[config.mk]
export PLATFORM = sky130hd
export DESIGN_NAME = cell_walker
export DESIGN_NICKNAME = d
export VERILOG_FILES = /design/src/rtl/text_pkg.sv /design/src/rtl/cell_walker.sv
export VERILOG_INCLUDE_DIRS = /design/src /design/src/rtl
export SDC_FILE = /design/constraint.sdc
export NUM_CORES = 1
export LEC_CHECK = 0
export ABC_AREA = 0
export BUFFER_PORTS_ARGS = -buffer_cell sky130_fd_sc_hd__clkbuf_2
export CORE_UTILIZATION = 51
export CTS_CLUSTER_DIAMETER = 60
export DETAILED_ROUTE_END_ITERATION = 10
export PLACE_DENSITY = 0.79
export REMOVE_ABC_BUFFERS = 1
export SLEW_MARGIN = 20
export SYNTH_ARGS = -nofsm -noshare
export SYNTH_HDL_FRONTEND = slang
export SYNTH_SLANG_ARGS = --single-unit
[constraint.sdc]
create_clock -name clock -period 3.1 [get_ports clock]
set_clock_uncertainty 0.15 [all_clocks]
set_input_delay 0.465 -clock clock [delete_from_list [all_inputs] [get_ports clock]]
set_output_delay 0.465 -clock clock [all_outputs]
set_load 0.1 [all_outputs]
[src/rtl/text_defines.svh]
`ifndef TEXT_DEFINES_SVH
`define TEXT_DEFINES_SVH

// Screen geometry in cells
`define TEXT_COLS 45
`define TEXT_ROWS 22
`define COL_W 6
`define ROW_W 5
`define ADDR_W 11 // {col, row}

// Character and glyph sizes
`define CHAR_W 7
`define GLYPH_W 7 // Pixels per column
`define GLYPH_H 10 // Pixels per row
`define PIX_W 9

// Special codes
`define CHAR_SPACE 7'h20
`define CHAR_DEL 7'h7F
`define PRINT_LO 7'h20
`define PRINT_HI 7'h7E

`endif
[src/rtl/text_pkg.sv]
`include "text_defines.svh"

package text_pkg;

	// One stored character
	typedef logic [`CHAR_W-1:0] ascii_t;

	// Column sits in the upper bits so the struct is the RAM address as is
	typedef struct packed
	{
		logic [`COL_W-1:0] col;
		logic [`ROW_W-1:0] row;
	} cell_pos_t;

	// Keystroke with the cursor cell it applies to
	typedef struct packed
	{
		ascii_t code;
		cell_pos_t pos;
	} key_event_t;

	// Character for the display at its pixel origin
	typedef struct packed
	{
		ascii_t ch;
		logic [`PIX_W-1:0] x;
		logic [`PIX_W-1:0] y;
	} disp_cell_t;

	typedef enum logic [1:0]
	{
		walk_hold,
		walk_load,
		walk_fwd,
		walk_back
	} walk_cmd_t;

endpackage

[src/rtl/cell_walker.sv]
`timescale 1ns/1ps
`include "text_defines.svh"

module cell_walker
(
	input logic clock,
	input logic reset,
	input text_pkg::walk_cmd_t walk_cmd,
	input text_pkg::cell_pos_t load_pos,
	output text_pkg::cell_pos_t pos,
	output logic at_first,
	output logic at_last
);
	import text_pkg::*;

	localparam logic [`COL_W-1:0] last_col = `COL_W'(`TEXT_COLS - 1);
	localparam logic [`ROW_W-1:0] last_row = `ROW_W'(`TEXT_ROWS - 1);

	cell_pos_t next_pos;

	assign at_first = (pos == '0);
	assign at_last = (pos.col == last_col) && (pos.row == last_row);

	// Row-major stepping
	always_comb
	begin
		next_pos = pos;
		case (walk_cmd)
			walk_load: next_pos = load_pos;
			walk_fwd:
			begin
				if (at_last)
					next_pos = pos; // Clamp at bottom right
				else if (pos.col == last_col)
				begin
					// Wrap to start of next row
					next_pos.col = '0;
					next_pos.row = pos.row + 1'b1;
				end
				else
					next_pos.col = pos.col + 1'b1;
			end
			walk_back:
			begin
				if (at_first)
					next_pos = pos; // Clamp at top left
				else if (pos.col == '0)
				begin
					next_pos.col = last_col; // End of previous row
					next_pos.row = pos.row - 1'b1;
				end
				else
					next_pos.col = pos.col - 1'b1;
			end
			default: next_pos = pos;
		endcase
	end

	always_ff @(posedge clock or negedge reset)
	begin
		if (!reset)
			pos <= '0;
		else
			pos <= next_pos;
	end

	// Loaded cursor positions must also be on screen
	assert property (@(posedge clock) disable iff (!reset)
		(pos.col < `TEXT_COLS) && (pos.row < `TEXT_ROWS))
		else $error("cell_walker: position off screen");

endmodule

==> run metrics, run 1 <==
biggest regs=pos: 11 flops; pwr/cell area=around 780 nW/um2; vias in the first global route=906; Peak VDD IR=0.4794 mV; Worst Path Required=2.48 ns; Die W=46.30 um; share of synthesized registers carrying an async set or reset=1.000; Die Y=around 46 um; Period minus WS final=2.874 ns; Vias/cell=slightly below 6; Max Freq=347.9 MHz; Distinct cells, synth=a little over 40; port bufs=27; placer congestion estimate=between 0.9 and 1; n_diodes=0; first-pass GRT wire length=approximately 4100 um; CP arrival=2.26 ns; crit path capture type=primary output; EDFF count, synth=0; post-CTS setup buffer count=0; row count=15; Tightest Pin Transition=slightly below 1 ns; Ys Warns=0; crit start category=flop; max reg flops=11; synth top area cells=dfrtp_1 28%, a21oi_1 5.5%, ha_1 5.0%; GR Util met2=0.4139; Bufs on Longest Clock Path=2; worst skew pair latency=between 0.2 and 0.3 ns; Yosys top cell area share=0.2750; overall power=between 0.9 and 1 mW; Initial DRC Count=29; die area=2144 um2; initial core utilization=0.5614; DRC=0; Crit Path Max Fanout=9; Final ANT Viol Nets=0; H-tree depth=1; total wire length=2507 um; vias=~1000; unrepaired setup endpoints after global routing=no; Slew headroom=0.3453; CTS tree=built; leading area contributor after synthesis=dfrtp_1; Top reg by flops=pos; Clock transition at path regs=approximately 0.070 ns; fin util=0.6674; CTS buffer count=3; Netlist Area Pre-Place=about 1000 um2; gr usage total=0.2660; register area share after synthesis=0.2750; Yosys reg bits=11; share of cells above drive strength 1=0.3020; total iterations of the first detailed-routing run=4; Detailed Place HPWL=between 1500 and 2000 um; met1 Use GR=0.3765; Post-synth top flop=dfrtp_1; GR peak layer=met2; Clk Tree Root Cell=clkbuf_4; Leak Pwr=between 0.5 and 0.6 nW; largest net degree at the start of global routing=17; Area Overhead vs Synth=18.87%; status=completed; Setup Viol. Count Final=0; maxcap violations=0; initial antenna violation count=0; grt total ovfl=0; fin crit share=0.9272; CTS sink cnt=11; Final Hold Fails=0; I/O pin total=28; list of most frequent post-synthesis cells=11 x a21oi_1, 11 x dfrtp_1, 10 x inv_1, 10 x nand2_1; hold crit path type=in2reg; average wire per standard cell=about 14 um; grt met3 use=0.06667; pins over their slew limit=0; WS Path Type=reg2out; Syn Area/Cell=8.205 um2; Core ar.=1783 um2; Cells after Synth=between 100 and 150; fin nets=between 150 and 200
## cell usage in the layout, fill, tap and decap left out, types with 2 or more instances in the layout
| master | n |
|---|---|
| inv_1 | 10 |
| mux2i_1 | 2 |
| dfrtp_1 | 11 |
| o31ai_1 | 2 |
| ha_1 | 4 |
| a31o_2 | 2 |
| a31oi_1 | 4 |
| o21ai_0 | 6 |
| o22ai_1 | 5 |
| nand2_1 | 10 |
| o211ai_1 | 3 |
| nor2b_1 | 3 |
| nand3_1 | 2 |
| nor2_1 | 5 |
| clkbuf_4 | 3 |
| a21oi_1 | 11 |
| clkbuf_2 | 27 |
| nand4_1 | 2 |
| mux2_2 | 3 |
| buf_4 | 3 |
| xnor2_1 | 5 |
| o2bb2ai_1 | 2 |
| nor4b_1 | 2 |
| nand3b_1 | 2 |
| a221oi_1 | 2 |
## where the power goes
group | internal [mW] | total (mW) | leakage (nW) | switching, mW
clock network | 0.0479 | 0.0976 | 0.0177 | 0.0498
registers | 0.180 | 0.262 | 0.128 | 0.0826
logic | 0.156 | 0.574 | 0.399 | 0.418
## final timing paths
path                            depth (start not counted)         from  slack (ns)  endpoint
worst max-delay path                                    4       pos[5]        0.23  at_first
worst min-delay path                                    3  load_pos[6]        0.30    pos[6]
worst max register to register                          7       pos[5]        0.35    pos[3]
worst min register to register                          2       pos[4]        0.48    pos[4]
max in group asynchronous                               2        reset        2.14    pos[5]
min in group asynchronous                               2        reset        0.44   pos[10]
## metrics by stage
step | area, um2 | hold slack, ns | TNS [ns] | setup slack, ns | cells
after floorplan | 963.4 | 0.01941 | -32.85 | -2.827 | 114
after global placement | 1152 | 0.1988 | 0 | 0.4776 | 169
after detailed placement | 1152 | 0.2046 | 0 | 0.3800 | 169
after CTS | 1190 | 0.3064 | 0 | 0.2501 | 174
after global routing | 1190 | 0.3152 | 0 | 0.09041 | 174
final | 1190 | 0.3046 | 0 | 0.2255 | 174
## cells by family (layout without fill, tap and decap cells)
family,after synthesis,count (layout),share of synthesized area
AO/OA/AOI/OAI,43,43,0.2900
XOR/XNOR,5,5,0.04375
adder cells (fa/ha/maj),4,4,0.05000
buffers and inverters,18,45,0.07500
flip-flops,11,11,0.2750
multiplexers,6,6,0.06874
AND/OR/NAND/NOR,35,35,0.1975
## critical path: stages (launching register included)
cell and delay [ns]:
dfrtp_1 0.47, or4_4 0.57, nor2_1 0.17, nor4b_1 0.26, clkbuf_2 0.51
## layout make-up
class | instances | area, um2
Inverter | 10 | 37.54
Clock inverter | 1 | 5.005
Fill cell | 151 | 593.1
Multi-Input combinational cell | 93 | 650.6
Timing Repair Buffer | 31 | 167.7
Tap cell | 25 | 31.28
Clock buffer | 3 | 22.52
Sequential cell | 11 | 275.3
## timing repair
item | 4_1_cts | 5_1_grt
resized for setup | 0 | 0
hold buffers | 1 | 0
hold endpoints to repair | 11 | 0
## per-layer routing
| layer | wire length, um | vias to the layer above |
|---|---|---|
| met4 | 11 | 0 |
| met3 | 175 | 4 |
| met2 | 1169 | 43 |
| li1 | - | 509 |
| met5 | 0 | - |
| met1 | 1151 | 473 |
Note: power is estimated with default switching activity, not from simulation.
==> inputs of run 2 (changes only) <==
--- a/config.mk
+++ b/config.mk
@@ -12,7 +12,6 @@
 export CTS_CLUSTER_DIAMETER = 60
 export DETAILED_ROUTE_END_ITERATION = 10
 export PLACE_DENSITY = 0.79
-export REMOVE_ABC_BUFFERS = 1
 export SLEW_MARGIN = 20
 export SYNTH_ARGS = -nofsm -noshare
 export SYNTH_HDL_FRONTEND = slang
==> run metrics, run 2 (same netlist as run 1, synthesis figures left out) <==
total wire length=2634 um (was 2507 um); hold endpoint=pos[6] (unchanged); Peak VDD IR=0.4719 mV (was 0.4794 mV); Die Y=46.30 um (unchanged); commonest non-fill, non-tap cell in the layout=clkbuf_2 (unchanged); register area=302.8 um2 (was 275.3 um2); unrepaired setup endpoints after global routing=no (unchanged); Bufs on Longest Clock Path=2 (unchanged); initial antenna violation count=0 (unchanged); DRC=0 (unchanged); grt met3 use=0.01961 (was 0.06667); Worst R2R Start=pos[6] (was pos[5]); pins over their slew limit=0 (unchanged); Clock transition at path regs=0.07 ns (about the same); Register-to-Register Path Depth=5 (was 7); grt total ovfl=0 (unchanged); Slew headroom=0.5796 (was 0.3453); crit start category=flop (unchanged); Worst Path Required=2.48 ns (about the same); Initial DRC Count=51 (was 29); hold_sp=load_pos[6] (unchanged); crit path capture type=primary output (unchanged); Setup Viol. Count Final=0 (unchanged); placed cell count=167 (was 169); post-CTS setup buffer count=0 (unchanged); CTS sink cnt=11 (unchanged); Detailed Place HPWL=1994 um (was 1878 um); CTS Hold Bufs=1 (unchanged); overall power=0.9708 mW (was 0.9339 mW); CP arrival=2.21 ns (was 2.26 ns); vias=1040 (was 1029); Max Freq=353.6 MHz (was 347.9 MHz); pwr/cell area=781.4 nW/um2 (was 784.9 nW/um2); vias in the first global route=916 (was 906); largest net degree at the start of global routing=22 (was 17); CP max-delay cell=or4_4 (unchanged); met1 Use GR=0.3981 (was 0.3765); GR Util met2=0.3806 (was 0.4139); fill cell count=149 (was 151); share of cells above drive strength 1=0.3741 (was 0.3020); Crit Path Max Fanout=7 (was 9); WS Path Type=reg2out (unchanged); first-pass GRT wire length=4098 um (was 4133 um); largest delay contributor family on the critical path=simple AND/OR/NAND/NOR gates (unchanged); CP peak stage delay=0.56 ns (was 0.57 ns); placer congestion estimate=0.8693 (was 0.9258); n_diodes=0 (unchanged); status=completed (unchanged); pre-CTS WS=0.4786 ns (was 0.3800 ns); Setup TNS=0 ns (unchanged); GR peak layer=met1 (was met2); Final ANT Viol Nets=0 (unchanged); fin area=1242 um2 (was 1190 um2); CTS buffer count=3 (unchanged); Post-Syn Nets=roughly 140; maxcap violations=0 (unchanged); Core ar.=1783 um2 (unchanged); Period minus WS final=2.828 ns (was 2.874 ns); Die W=46.30 um (unchanged); hold crit path type=in2reg (unchanged); max reg flops=11 (unchanged); port bufs=27 (unchanged); I/O pin total=28 (unchanged); initial core utilization=0.5614 (unchanged); biggest regs=pos: 11 flops (unchanged); die area=2144 um2 (unchanged); Final Hold Fails=0 (unchanged); area of the multi-input gates=691.9 um2 (was 650.6 um2); CTS tree=built (unchanged); fin nets=167 (was 169); row count=15 (unchanged); Clk Tree Root Cell=clkbuf_4 (unchanged); final setup margin=0.2717 ns (was 0.2255 ns); placed cell area=1206 um2 (was 1152 um2); reg2reg end=pos[3] (unchanged); final std cells w/o fill=172 (was 174); gr usage total=0.2679 (was 0.2660); CP cell instances=or4_4 -> nor2_1 -> nor4b_4 -> clkbuf_2 (was or4_4 -> nor2_1 -> nor4b_1 -> clkbuf_2); WP buf/inv=1 (unchanged); post-cts gate resize count=0 (unchanged); Area Overhead vs Synth=24.12% (was 18.87%); H-tree depth=1 (unchanged); Vias/cell=6.047 (was 5.914); Tightest Pin Transition=0.6306 ns (was 0.9762 ns); average wire per standard cell=15.31 um (was 14.41 um); Leak Pwr=0.5377 nW (was 0.5447 nW); most frequent cells in the layout=27 x clkbuf_2, 11 x a21oi_1, 10 x nand2_1, 10 x inv_1 (was 27 x clkbuf_2, 11 x a21oi_1, 11 x dfrtp_1); flop2flop setup slack=0.58 ns (was 0.35 ns); worst skew pair latency=0.26 ns (was 0.27 ns); Top reg by flops=pos (unchanged); total iterations of the first detailed-routing run=4 (unchanged); worst hold stages=3 (unchanged); fin crit share=0.9124 (was 0.9272)
[run 2: layout make-up]
type	count	share of cell area
Multi-Input combinational cell	93	0.5569
Tap cell	25	0.02518
Timing Repair Buffer	29	0.1229
Sequential cell	11	0.2437
Inverter	10	0.03021
Clock buffer	4	0.02115
[run 2: metal layers]
| metal | wire length [um] | part of all wire |
|---|---|---|
| met1 | 1273 | 0.48 |
| met2 | 1221 | 0.46 |
| met3 | 92 | 0.035 |
| met4 | 46 | 0.017 |
| met5 | 0 | 0 |
[run 2: worst min-delay path, stage by stage]
cell	delay [ns]
clkbuf_2	0.08
o211ai_1	0.08
o21ai_1	0.07
[run 2: report_power, final]
group          internal (mW)  switching [mW]
sequential             0.195          0.0908
combinational          0.158           0.430
clock                 0.0498          0.0468
[run 2: how the worst max path moves through the flow]
stage	startpoint	to	cells after the start
2_1_floorplan	pos[6]	pos[3]	7
3_3_place_gp	walk_cmd[1]	pos[3]	6
3_5_place_dp	walk_cmd[1]	pos[3]	6
4_1_cts	pos[6]	at_first	4
5_1_grt	pos[6]	at_first	4
6_report	pos[6]	at_first	4
[run 2: metrics by stage]
stage,util,hold WS [ns]
global placement,0.6765,0.1981
CTS,0.6968,0.2935
floorplan,-,0.01941
detailed placement,0.6765,0.2041
global route,0.6968,0.2963
finish,0.6968,0.3114
