===== src/rtl/text_defines.svh =====
`ifndef TEXT_DEFINES_SVH
`define TEXT_DEFINES_SVH

// Screen geometry in cells
`define TEXT_COLS 45
`define TEXT_ROWS 22
`define COL_W 6
`define ROW_W 5
`define ADDR_W 11 // {col, row}

// Character and glyph sizes
`define CHAR_W 7
`define GLYPH_W 7 // Pixels per column
`define GLYPH_H 10 // Pixels per row
`define PIX_W 9

// Special codes
`define CHAR_SPACE 7'h20
`define CHAR_DEL 7'h7F
`define PRINT_LO 7'h20
`define PRINT_HI 7'h7E

`endif

===== src/rtl/text_pkg.sv =====
`include "text_defines.svh"

package text_pkg;

	// One stored character
	typedef logic [`CHAR_W-1:0] ascii_t;

	// Column sits in the upper bits so the struct is the RAM address as is
	typedef struct packed
	{
		logic [`COL_W-1:0] col;
		logic [`ROW_W-1:0] row;
	} cell_pos_t;

	// Keystroke with the cursor cell it applies to
	typedef struct packed
	{
		ascii_t code;
		cell_pos_t pos;
	} key_event_t;

	// Character for the display at its pixel origin
	typedef struct packed
	{
		ascii_t ch;
		logic [`PIX_W-1:0] x;
		logic [`PIX_W-1:0] y;
	} disp_cell_t;

	typedef enum logic [1:0]
	{
		walk_hold,
		walk_load,
		walk_fwd,
		walk_back
	} walk_cmd_t;

endpackage


===== src/rtl/edit_control.sv =====
`timescale 1ns/1ps
`include "text_defines.svh"

module edit_control
(
	input logic clock,
	input logic reset,
	input logic key_valid,
	input text_pkg::key_event_t key,
	output logic key_ready,
	output text_pkg::walk_cmd_t walk_cmd,
	output text_pkg::cell_pos_t load_pos,
	input text_pkg::cell_pos_t pos,
	input logic at_first,
	input logic at_last,
	output logic rd_en,
	output logic wr_en,
	output text_pkg::ascii_t wr_data,
	input text_pkg::ascii_t rd_data,
	output logic disp_go,
	output text_pkg::disp_cell_t disp,
	input logic disp_done
);
	import text_pkg::*;

	typedef enum logic [4:0]
	{
		s_clr_start,
		s_clear,
		s_idle,
		s_check,
		s_ins_prep,
		s_ins_read,
		s_ins_write,
		s_ins_key,
		s_del_prep,
		s_del_read,
		s_del_write,
		s_del_last,
		s_rf_start,
		s_rf_prep,
		s_rf_read,
		s_rf_go,
		s_rf_wait
	} state_t;

	localparam cell_pos_t first_cell = '0;
	localparam cell_pos_t last_cell = '{col: `COL_W'(`TEXT_COLS - 1), row: `ROW_W'(`TEXT_ROWS - 1)};
	localparam logic [`PIX_W-1:0] glyph_w = `PIX_W'(`GLYPH_W);
	localparam logic [`PIX_W-1:0] glyph_h = `PIX_W'(`GLYPH_H);

	state_t state;
	state_t next_state;
	key_event_t key_reg;
	logic is_print;
	logic is_del;
	logic go_pending;

	assign key_ready = (state == s_idle);

	// Accepted keystroke
	always_ff @(posedge clock)
	begin
		if (key_valid && key_ready)
			key_reg <= key;
	end

	assign is_print = (key_reg.code >= `PRINT_LO) && (key_reg.code <= `PRINT_HI);
	assign is_del = (key_reg.code == `CHAR_DEL);

	// Display cell straight from the RAM output and the walker
	assign disp = '{ch: rd_data,
		x: `PIX_W'(pos.col) * glyph_w,
		y: `PIX_W'(pos.row) * glyph_h};

	always_ff @(posedge clock or negedge reset)
	begin
		if (!reset)
			state <= s_clr_start;
		else
			state <= next_state;
	end

	// Cell sent and not yet acknowledged by the display
	always_ff @(posedge clock or negedge reset)
	begin
		if (!reset)
			go_pending <= 1'b0;
		else if (disp_go)
			go_pending <= 1'b1;
		else if (disp_done)
			go_pending <= 1'b0;
	end

	always_comb
	begin
		next_state = state;
		walk_cmd = walk_hold;
		load_pos = first_cell;
		rd_en = 1'b0;
		wr_en = 1'b0;
		wr_data = rd_data; // Shift writes copy the cell just read
		disp_go = 1'b0;
		case (state)
			s_clr_start:
			begin
				walk_cmd = walk_load;
				next_state = s_clear;
			end
			s_clear:
			begin
				// One space per cycle
				wr_en = 1'b1;
				wr_data = `CHAR_SPACE;
				if (at_last)
					next_state = s_rf_start;
				else
					walk_cmd = walk_fwd;
			end
			s_idle:
			begin
				if (key_valid)
					next_state = s_check;
			end
			s_check:
			begin
				if (is_print)
				begin
					// Insert shifts from the end back toward the cursor
					walk_cmd = walk_load;
					load_pos = last_cell;
					next_state = s_ins_prep;
				end
				else if (is_del)
				begin
					walk_cmd = walk_load;
					load_pos = key_reg.pos;
					next_state = s_del_prep;
				end
				else
					next_state = s_idle; // Ignored code, no refresh
			end
			s_ins_prep:
			begin
				if ((pos == key_reg.pos) || at_first)
					next_state = s_ins_key;
				else
				begin
					walk_cmd = walk_back; // Go to previous cell
					next_state = s_ins_read;
				end
			end
			s_ins_read:
			begin
				rd_en = 1'b1;
				walk_cmd = walk_fwd;
				next_state = s_ins_write;
			end
			s_ins_write:
			begin
				wr_en = 1'b1;
				walk_cmd = walk_back;
				next_state = s_ins_prep;
			end
			s_ins_key:
			begin
				wr_en = 1'b1;
				wr_data = key_reg.code;
				next_state = s_rf_start;
			end
			s_del_prep:
			begin
				if (at_last)
					next_state = s_del_last;
				else
				begin
					walk_cmd = walk_fwd; // Go to next cell
					next_state = s_del_read;
				end
			end
			s_del_read:
			begin
				rd_en = 1'b1;
				walk_cmd = walk_back;
				next_state = s_del_write;
			end
			s_del_write:
			begin
				wr_en = 1'b1;
				walk_cmd = walk_fwd;
				next_state = s_del_prep;
			end
			s_del_last:
			begin
				wr_en = 1'b1;
				wr_data = `CHAR_SPACE; // Fill the vacated last cell
				next_state = s_rf_start;
			end
			s_rf_start:
			begin
				walk_cmd = walk_load;
				next_state = s_rf_read;
			end
			s_rf_prep:
			begin
				walk_cmd = walk_fwd;
				next_state = s_rf_read;
			end
			s_rf_read:
			begin
				rd_en = 1'b1;
				next_state = s_rf_go;
			end
			s_rf_go:
			begin
				disp_go = 1'b1;
				next_state = s_rf_wait;
			end
			s_rf_wait:
			begin
				// Display sets the pace
				if (disp_done)
					next_state = at_last ? s_idle : s_rf_prep;
			end
			default: next_state = s_idle;
		endcase
	end

	// No second disp_go until the display answers, so never two in a row
	assert property (@(posedge clock) disable iff (!reset) go_pending |-> !disp_go)
		else $error("edit_control: disp_go repeated before disp_done");

endmodule


===== config.mk =====
export PLATFORM = sky130hd
export DESIGN_NAME = edit_control
export DESIGN_NICKNAME = d
export VERILOG_FILES = /design/src/rtl/text_pkg.sv /design/src/rtl/edit_control.sv
export VERILOG_INCLUDE_DIRS = /design/src /design/src/rtl
export SDC_FILE = /design/constraint.sdc
export NUM_CORES = 1
export LEC_CHECK = 0
export BUFFER_PORTS_ARGS = -buffer_cell sky130_fd_sc_hd__buf_2
export CAP_MARGIN = 40
export CORE_MARGIN = 1.5
export CORE_UTILIZATION = 47
export CTS_CLUSTER_SIZE = 20
export DETAILED_ROUTE_END_ITERATION = 12
export PLACE_DENSITY = 0.85
export SLEW_MARGIN = 15
export SYNTH_ARGS = -nofsm -noshare
export SYNTH_HDL_FRONTEND = slang
export SYNTH_SLANG_ARGS = --single-unit

===== constraint.sdc =====
create_clock -name clock -period 2.62 [get_ports clock]
set_input_delay 0.393 -clock clock [delete_from_list [all_inputs] [get_ports clock]]
set_output_delay 0.393 -clock clock [all_outputs]
set_load 0.02 [all_outputs]

==> run summary, run 1 <==
RSZ-0062 raised after global routing = true
Hold Path Origin = key[13]
Worst-path cell chain = buf_8 -> fa_1 -> ha_2 -> fa_2 -> a21o_1 -> a21oi_2 -> nor2b_1 -> o21ai_1 -> nand2b_1 -> buf_2
R2R Setup Slk = 0.81 ns
Via count = 1796
Critical path's slowest cell = fa_1
FMAX = 376.1 MHz
Final Util = 65.09%
Max-cap viol count = 0
Synth top area cells = edfxtp_1 27%, ha_1 8.8%, fa_1 7.1%, dfrtp_1 6.3%, xor2_1 6.2%
Setup CP Type = input pin to primary output
Footprint of the multi-input gates = 1191 um2
Rows = 23
Clk_lat worst skew = 0.26 ns
Status = finished with violations
Critical Path Source Type = input pin
Starting density of the core = 49.25%
CTS clk-pin slew, worst paths = 0.08 ns
EDFF count, synth = 18
Vias in the first global route = 1741
Final nets = 357
Clk root buf = clkbuf_8
Peak supply drop = 0.4727 mV
Worst hold slack = 0.3023 ns
Largest register FFs = 18
Port Buffers = 89
Final hold violation count = 0
Area delta synth->final = 32.16%
Worst setup margin = -0.03865 ns
Placed cell area = 2496 um2
Count of cell types in the netlist = 45
DR DRC count = 0
Fillers = 356
Post-route minimum period = 2.659 ns
DRT Pass-1 Iters = 4
Syn_area_per_cell = 9.972 um2
Ys Warns = 0
Main flop type after synthesis = edfxtp_1
Die Area = 4621 um2
Worst r2r src = state[3]
First-pass GRT wire length = 7824 um
Register Area = 665.6 um2
Overall routed net length = 4937 um
CP peak stage delay = 0.48 ns
Post-synth top area cell = edfxtp_1
Setup TNS = -0.06742 ns
Worst hold path cell count = 1
Buf/Inv on CP = 2
Antenna violations before repair = 0
Die Y = 67.98 um
Clk buf depth = 2
Seq/Total Area, Yosys = 33.54%
Fraction of layout cells with a size suffix above 1 = 41.64%
Clock Skew = 0.005400 ns
TritonCTS Sinks = 23
Yosys top cell area share = 27.24%
CTS tree = done
Async SR Flop Fraction = 21.74%
Core area = 4029 um2
Total Routing Usage GR = 22.46%
Wire per inst = 14.39 um
Num CTS Buffers = 3
Synth Instances = 199
CP top delay family = adder cells
Final GP Congestion = 0.9030
Failing checks = setup timing
CP Depth = 10
Detailed placer's ending HPWL = 3959 um
Lkg Pwr = 1.310 nW
Largest net degree at the start of global routing = 19
# diodes = 0
Antenna-violating nets left = 0
Post-route cell area = 2623 um2
GRT Residual Overflow = 0
H-tree Lvls = 1
Mapped cell area = 1984 um2
Worst EP required = 2.23 ns
CP Capture Type = primary output
Reg2Reg Depth = 4
FF-to-FF End = key_reg[7]
DRT iter0 DRCs = 123
Max FO, Critical Path = 2
Count of final max-slew check failures = 0
Final Setup Violations = 2
Die Wd = 67.98 um
Period utilization = 101.5%
Net Count, Synth = 262
CP arrival = 2.27 ns
Worst Hold Path EP = key_reg[13]
Top-Level Pins = 91
Cell area power density = 820.0 nW/um2
Hold Crit Class = input pin to flop
Vias per inst = 5.236
Yosys reg bits = 23
==> cells in the mapped netlist (6+ instances only) <==
cell / n
edfxtp_1: 18
nand2_1: 7
nor2_1: 12
xor2_1: 14
fa_1: 7
inv_1: 8
ha_1: 14
buf_4: 13
a21o_1: 9
a21oi_1: 11
o21ai_0: 9
a22o_1: 6
and2_1: 7
==> metrics by stage <==
step | setup WS (ns) | power, mW | std cells
floorplan | 0.04608 | 1.514 | 199
global placement | -0.1287 | 1.870 | 336
detailed placement | -0.2768 | 1.904 | 336
CTS | -0.04376 | 2.140 | 342
global route | -0.1163 | 2.322 | 343
finish | -0.03865 | 2.150 | 343
==> worst reg2reg max path: cells and delay by family (launching register included) <==
| family | cells | cell delay (ns) |
|---|---|---|
| AND/OR/NAND/NOR | 3 | 0.86 |
| flip-flops | 1 | 0.38 |
| buffers and inverters | 1 | 0.25 |
==> repair_timing <==
| action | 4_1_cts | 5_1_grt |
|---|---|---|
| buffers inserted | 1 | 1 |
| hold endpoints to repair | 5 | 0 |
| gates resized for setup | 10 | 6 |
| hold buffers | 1 | 0 |
| endpoints found under the setup margin | 3 | 3 |
| pin swaps | 11 | 3 |
==> power by group <==
part / switching, mW / internal [mW] / total [mW]
Combinational: 0.847 / 0.564 / 1.41
Clock: 0.110 / 0.108 / 0.218
Sequential: 0.0486 / 0.473 / 0.522
Total: 1.00 / 1.15 / 2.15
==> cell type report <==
class                   count  share of cell area (%)
flip-flops and latches     23                   25.38
well taps                  50                   2.385
repair buffers            109                   23.95
clock buffers               4                   1.718
multi-input cells         149                   45.42
inverters                   8                   1.145
==> logic make-up (layout without fill, tap and decap cells) <==
family	count (synthesis)	after routing	share of synthesized area [%]
flip-flops	23	23	33.54
multiplexers	1	1	0.5044
AO/OA/AOI/OAI	52	52	17.84
other	1	1	0.1890
buffers and inverters	27	121	7.755
adder cells (fa/ha/maj)	21	21	15.89
AND/OR/NAND/NOR	55	55	15.89
XOR/XNOR	19	19	8.386
==> how the worst max path moves through the flow <==
stage / from / to / slack, ns
CTS: pos[5] / disp[17] / -0.04
detailed placement: pos[5] / disp[17] / -0.28
floorplan: pos[5] / disp[17] / 0.05
global route: pos[5] / disp[17] / -0.12
finish: pos[5] / disp[17] / -0.04
global placement: pos[5] / disp[17] / -0.13
==> cells in the final DEF (no fill, tap or decap), types with 2 or more instances in the layout <==
master | synthesis | final
dfrtp_1 | 5 | 5
buf_4 | 13 | 22
nand4_1 | 3 | 3
a21oi_1 | 11 | 8
and2_1 | 7 | 7
fa_2 | 0 | 2
xnor2_1 | 5 | 4
a21o_1 | 9 | 9
o21ai_0 | 9 | 8
ha_1 | 14 | 13
a22oi_1 | 3 | 3
nor2_1 | 12 | 12
o22ai_1 | 2 | 2
nand3_1 | 2 | 2
nand3b_1 | 3 | 3
nand2_1 | 7 | 7
a22o_1 | 6 | 6
nor2b_1 | 4 | 4
nor4_1 | 2 | 2
o211ai_1 | 2 | 2
nor2_2 | 2 | 2
a21oi_2 | 0 | 3
clkbuf_8 | 0 | 3
inv_1 | 8 | 8
fa_1 | 7 | 5
nor3_1 | 4 | 4
buf_6 | 0 | 2
edfxtp_1 | 18 | 18
xor2_1 | 14 | 14
nand2b_1 | 4 | 4
buf_2 | 3 | 83
==> metal layers <==
metal,share of wire [%],vias to the layer above,global-route usage [%]
met4,2.0,0,5.500
met1,39,819,27.38
met5,0,-,0
met2,53,72,41.75
met3,6.1,10,2.796
li1,-,895,-
(Power assumes the default switching activity.)
==> run 2: changes to the inputs <==
==> constraint.sdc (replaced) <==
create_clock -name clock -period 2.62 [get_ports clock]
set_input_delay 0.262 -clock clock [delete_from_list [all_inputs] [get_ports clock]]
set_output_delay 0.262 -clock clock [all_outputs]
set_load 0.02 [all_outputs]
==> run summary, run 2 (synthesis gave the netlist of run 1 again) <==
Max-cap viol count = 0
M1 GR Usage = 25.98%
Worst Hold Path EP = key_reg[6]
Largest register FFs = 18
CP arrival = 2.24 ns
Worst EP required = 2.36 ns
Busiest grt layer = met2
DRT Pass-1 Iters = 5
FF-to-FF End = key_reg[10]
Critical Path Source Type = input pin
Antenna-violating nets left = 0
TritonCTS Sinks = 23
GRT Residual Overflow = 0
Clk_lat worst skew = 0.26 ns
Hold Path Origin = key[6]
Register Area = 665.6 um2
Most frequent cells in the layout = 88 x buf_2, 18 x edfxtp_1, 14 x xor2_1, 14 x ha_1, 12 x nor2_1
Lkg Pwr = 1.239 nW
Fillers = 356
# diodes = 0
Wire per inst = 13.87 um
DRT iter0 DRCs = 109
Largest net degree at the start of global routing = 19
CTS clk-pin slew, worst paths = 0.08 ns
Clk buf depth = 2
Worst r2r src = state[3]
Total Routing Usage GR = 19.90%
Post-route cell area = 2486 um2
Fraction of layout cells with a size suffix above 1 = 37.72%
Count of final max-slew check failures = 0
Final hold violation count = 0
Post-CTS Setup Inserts = 0
Final Setup Violations = 0
Setup CP Type = input pin to primary output
Final GP Congestion = 0.9843
Worst setup margin = 0.1139 ns
Area delta synth->final = 25.28%
Die Area = 4621 um2
Num CTS Buffers = 3
Met3 usage = 2.467%
Die Y = 67.98 um
Reg2Reg Depth = 4
CTS tree = done
DR DRC count = 0
Hold Crit Class = input pin to flop
Port Buffers = 89
Max FO, Critical Path = 4
H-tree Lvls = 1
Vias in the first global route = 1538
Vias per inst = 5.341
M2 GR Usage = 35.56%
First-pass GRT wire length = 6969 um
Status = complete, no violations
Footprint of the multi-input gates = 1171 um2
Via count = 1768
Starting density of the core = 49.25%
FMAX = 399.0 MHz
Post-route minimum period = 2.506 ns
RSZ-0062 raised after global routing = false
Peak supply drop = 0.4886 mV
Detailed placer's ending HPWL = 3724 um
Commonest non-fill, non-tap cell in the layout = buf_2
Worst hold path cell count = 1
Clk root buf = clkbuf_8
Clock Skew = 0.002190 ns
Cell area power density = 840.2 nW/um2
Top-Level Pins = 91
CP Capture Type = primary output
Final nets = 345
Core area = 4029 um2
Antenna violations before repair = 0
Overall routed net length = 4590 um
Period utilization = 95.65%
Rows = 23
Pre-CTS setup slack = -0.02562 ns
Final Util = 61.71%
R2R Setup Slk = 0.82 ns
Die Wd = 67.98 um
Placed cell area = 2421 um2
run 2: cell types whose count changed in the layout (fill, tap and decap cells not counted), moves of 2 or more:
cell     delta
buf_4      -15
buf_6       -2
buf_2       +5
a21oi_1     +2
a21oi_2     -2
run 2: what timing repair did:
action	in CTS	in global routing
resized for setup	1	3
pin swaps	0	0
endpoints found under the hold margin	5	0
hold buffers	1	0
endpoints found under the setup margin	1	1
run 2: layout make-up:
cell class                 instances  area share, %
clock inverter                     1         0.2013
multi-input combinational        149          47.11
clock buffer                       3          1.661
sequential                        23          26.77
timing repair buffer              97          20.53
tap                               50          2.516
inverter                           8          1.208
run 2: metrics by stage:
step / setup TNS [ns] / std cells / hold slack, ns / power [mW]
after floorplan: 0 / 199 / -0.03359 / 1.514
after global placement: 0 / 326 / 0.08626 / 1.845
after detailed placement: -0.02562 / 326 / 0.08450 / 1.870
after CTS: 0 / 331 / 0.1705 / 2.091
after global routing: 0 / 331 / 0.1583 / 2.238
final: 0 / 331 / 0.1746 / 2.089
run 2: worst max-delay path by stage:
stage          cells past startpoint  startpoint          to
2_1_floorplan                      4    state[1]  key_reg[0]
3_3_place_gp                      10      pos[5]    disp[17]
3_5_place_dp                      10      pos[5]    disp[17]
4_1_cts                           10      pos[5]    disp[17]
5_1_grt                           10      pos[5]    disp[17]
6_report                          10      pos[5]    disp[17]
run 2: per-layer routing:
| metal | part of all wire, % | up-vias |
|---|---|---|
| li1 | - | 871 |
| met2 | 53 | 78 |
| met1 | 40 | 815 |
| met5 | 0 | - |
| met4 | 0.61 | 0 |
| met3 | 6.4 | 4 |
run 2: worst max-delay path, stage by stage:
cell and delay [ns]:
buf_2 0.13, fa_1 0.48, ha_1 0.23, fa_2 0.36, a21o_1 0.19, a21oi_2 0.17
nor2b_1 0.07, o21ai_1 0.12, nand2b_1 0.07, buf_2 0.15
run 2: where the power goes:
group	internal [mW]	switching (mW)	total (mW)	leakage [nW]
logic	0.524	0.828	1.35	0.988
clock network	0.106	0.106	0.212	0.0255
registers	0.473	0.0513	0.524	0.226
==> run 3: changes to the inputs <==
--- a/config.mk
+++ b/config.mk
@@ -13,6 +13,7 @@
 export CTS_CLUSTER_SIZE = 20
 export DETAILED_ROUTE_END_ITERATION = 12
 export PLACE_DENSITY = 0.85
+export SETUP_SLACK_MARGIN = 0.2
 export SLEW_MARGIN = 15
 export SYNTH_ARGS = -nofsm -noshare
 export SYNTH_HDL_FRONTEND = slang
==> run summary, run 3 (synthesis gave the netlist of run 1 again) <==
Setup TNS = 0 ns
Final GP Congestion = 0.9712
DR DRC count = 0
DRT Pass-1 Iters = 4
CTS clk-pin slew, worst paths = 0.08 ns
Detailed placer's ending HPWL = 3715 um
GRT Residual Overflow = 0
Via count = 1814
Die Area = 4621 um2
Final Util = 64.07%
Vias in the first global route = 1640
Die Wd = 67.98 um
Pre-CTS setup slack = -0.02506 ns
Lkg Pwr = 1.278 nW
Overall routed net length = 4836 um
Cell area power density = 834.2 nW/um2
# diodes = 0
Max-cap viol count = 0
Worst hold slack = 0.1675 ns
Rows = 23
Starting density of the core = 49.25%
Count of final max-slew check failures = 0
Fraction of layout cells with a size suffix above 1 = 40.91%
Antenna violations before repair = 0
Num CTS Buffers = 3
Clk buf depth = 2
Status = complete, no violations
RSZ-0062 raised after global routing = true
TritonCTS Sinks = 23
Commonest non-fill, non-tap cell in the layout = buf_2
First-pass GRT wire length = 7314 um
DRT iter0 DRCs = 128
Critical Path Source Type = input pin
Clk_lat worst skew = 0.26 ns
Total chip power = 2.153 mW
Worst EP required = 2.36 ns
CP arrival = 2.22 ns
Clk root buf = clkbuf_8
Total Routing Usage GR = 21.14%
Top-Level Pins = 91
FMAX = 403.7 MHz
Final nets = 350
CTS tree = done
Die Y = 67.98 um
Largest net degree at the start of global routing = 19
Post-route minimum period = 2.477 ns
R2R Setup Slk = 0.78 ns
Hold Crit Class = input pin to flop
Wire per inst = 14.39 um
Antenna-violating nets left = 0
Setup CP Type = input pin to primary output
Period utilization = 94.55%
Largest register FFs = 18
Core area = 4029 um2
CP Capture Type = primary output
Port Buffers = 89
Most frequent cells in the layout = 83 x buf_2, 18 x edfxtp_1, 14 x xor2_1, 14 x buf_4, 13 x ha_1
Vias per inst = 5.399
H-tree Lvls = 1
Final Setup Violations = 0
Worst setup margin = 0.1428 ns
Clock Skew = 0.002724 ns
Area delta synth->final = 30.08%
Peak supply drop = 0.5664 mV
Max FO, Critical Path = 3
Final hold violation count = 0
run 3: worst paths after layout:
check / endpoint / startpoint / depth (start not counted)
worst max-delay path: disp[17] / pos[6] / 10
min in group asynchronous: state[4] / reset / 2
worst min register to register: state[0] / state[0] / 2
max in group asynchronous: state[1] / reset / 2
worst max register to register: state[1] / state[3] / 6
worst min-delay path: key_reg[3] / key[3] / 1
run 3: layer usage:
layer  wire [um]  GRT usage, %
met1        1958         26.11
met2        2420         35.44
met3         332         4.112
met4         125         10.00
met5           0             0
run 3: what timing repair did:
| item | in CTS | in global routing |
|---|---|---|
| setup buffers | 4 | 1 |
| hold buffers | 1 | 0 |
| hold endpoints to repair | 5 | 0 |
| gates resized for setup | 9 | 11 |
| pin swaps | 6 | 4 |
| endpoints found under the setup margin | 3 | 6 |
run 3: metrics by stage:
stage	instance area (um2)	std cells
after floorplan	1991	199
after global placement	2427	326
after detailed placement	2427	326
after CTS	2540	335
after global routing	2581	336
final	2581	336
run 3: layout make-up:
type	count	area (um2)
Sequential cell	23	666.9
Timing Repair Buffer	102	579.3
Inverter	8	30.03
Clock buffer	3	41.29
Multi-Input combinational cell	149	1194
Fill cell	340	1448
Tap cell	50	62.56
Clock inverter	1	7.507
run 3: worst max-delay path, stage by stage:
cell      delay (ns)
buf_8           0.11
fa_1            0.48
ha_2            0.22
fa_2            0.37
a21o_1          0.19
a21oi_2         0.18
nor2b_1         0.07
o21ai_1         0.12
nand2b_1        0.06
buf_2           0.15
run 3: power by group:
part | leakage [nW] | internal, mW | total [mW] | switching, mW
Combinational | 1.03 | 0.558 | 1.41 | 0.854
Clock | 0.0217 | 0.107 | 0.220 | 0.113
Sequential | 0.225 | 0.475 | 0.521 | 0.0466
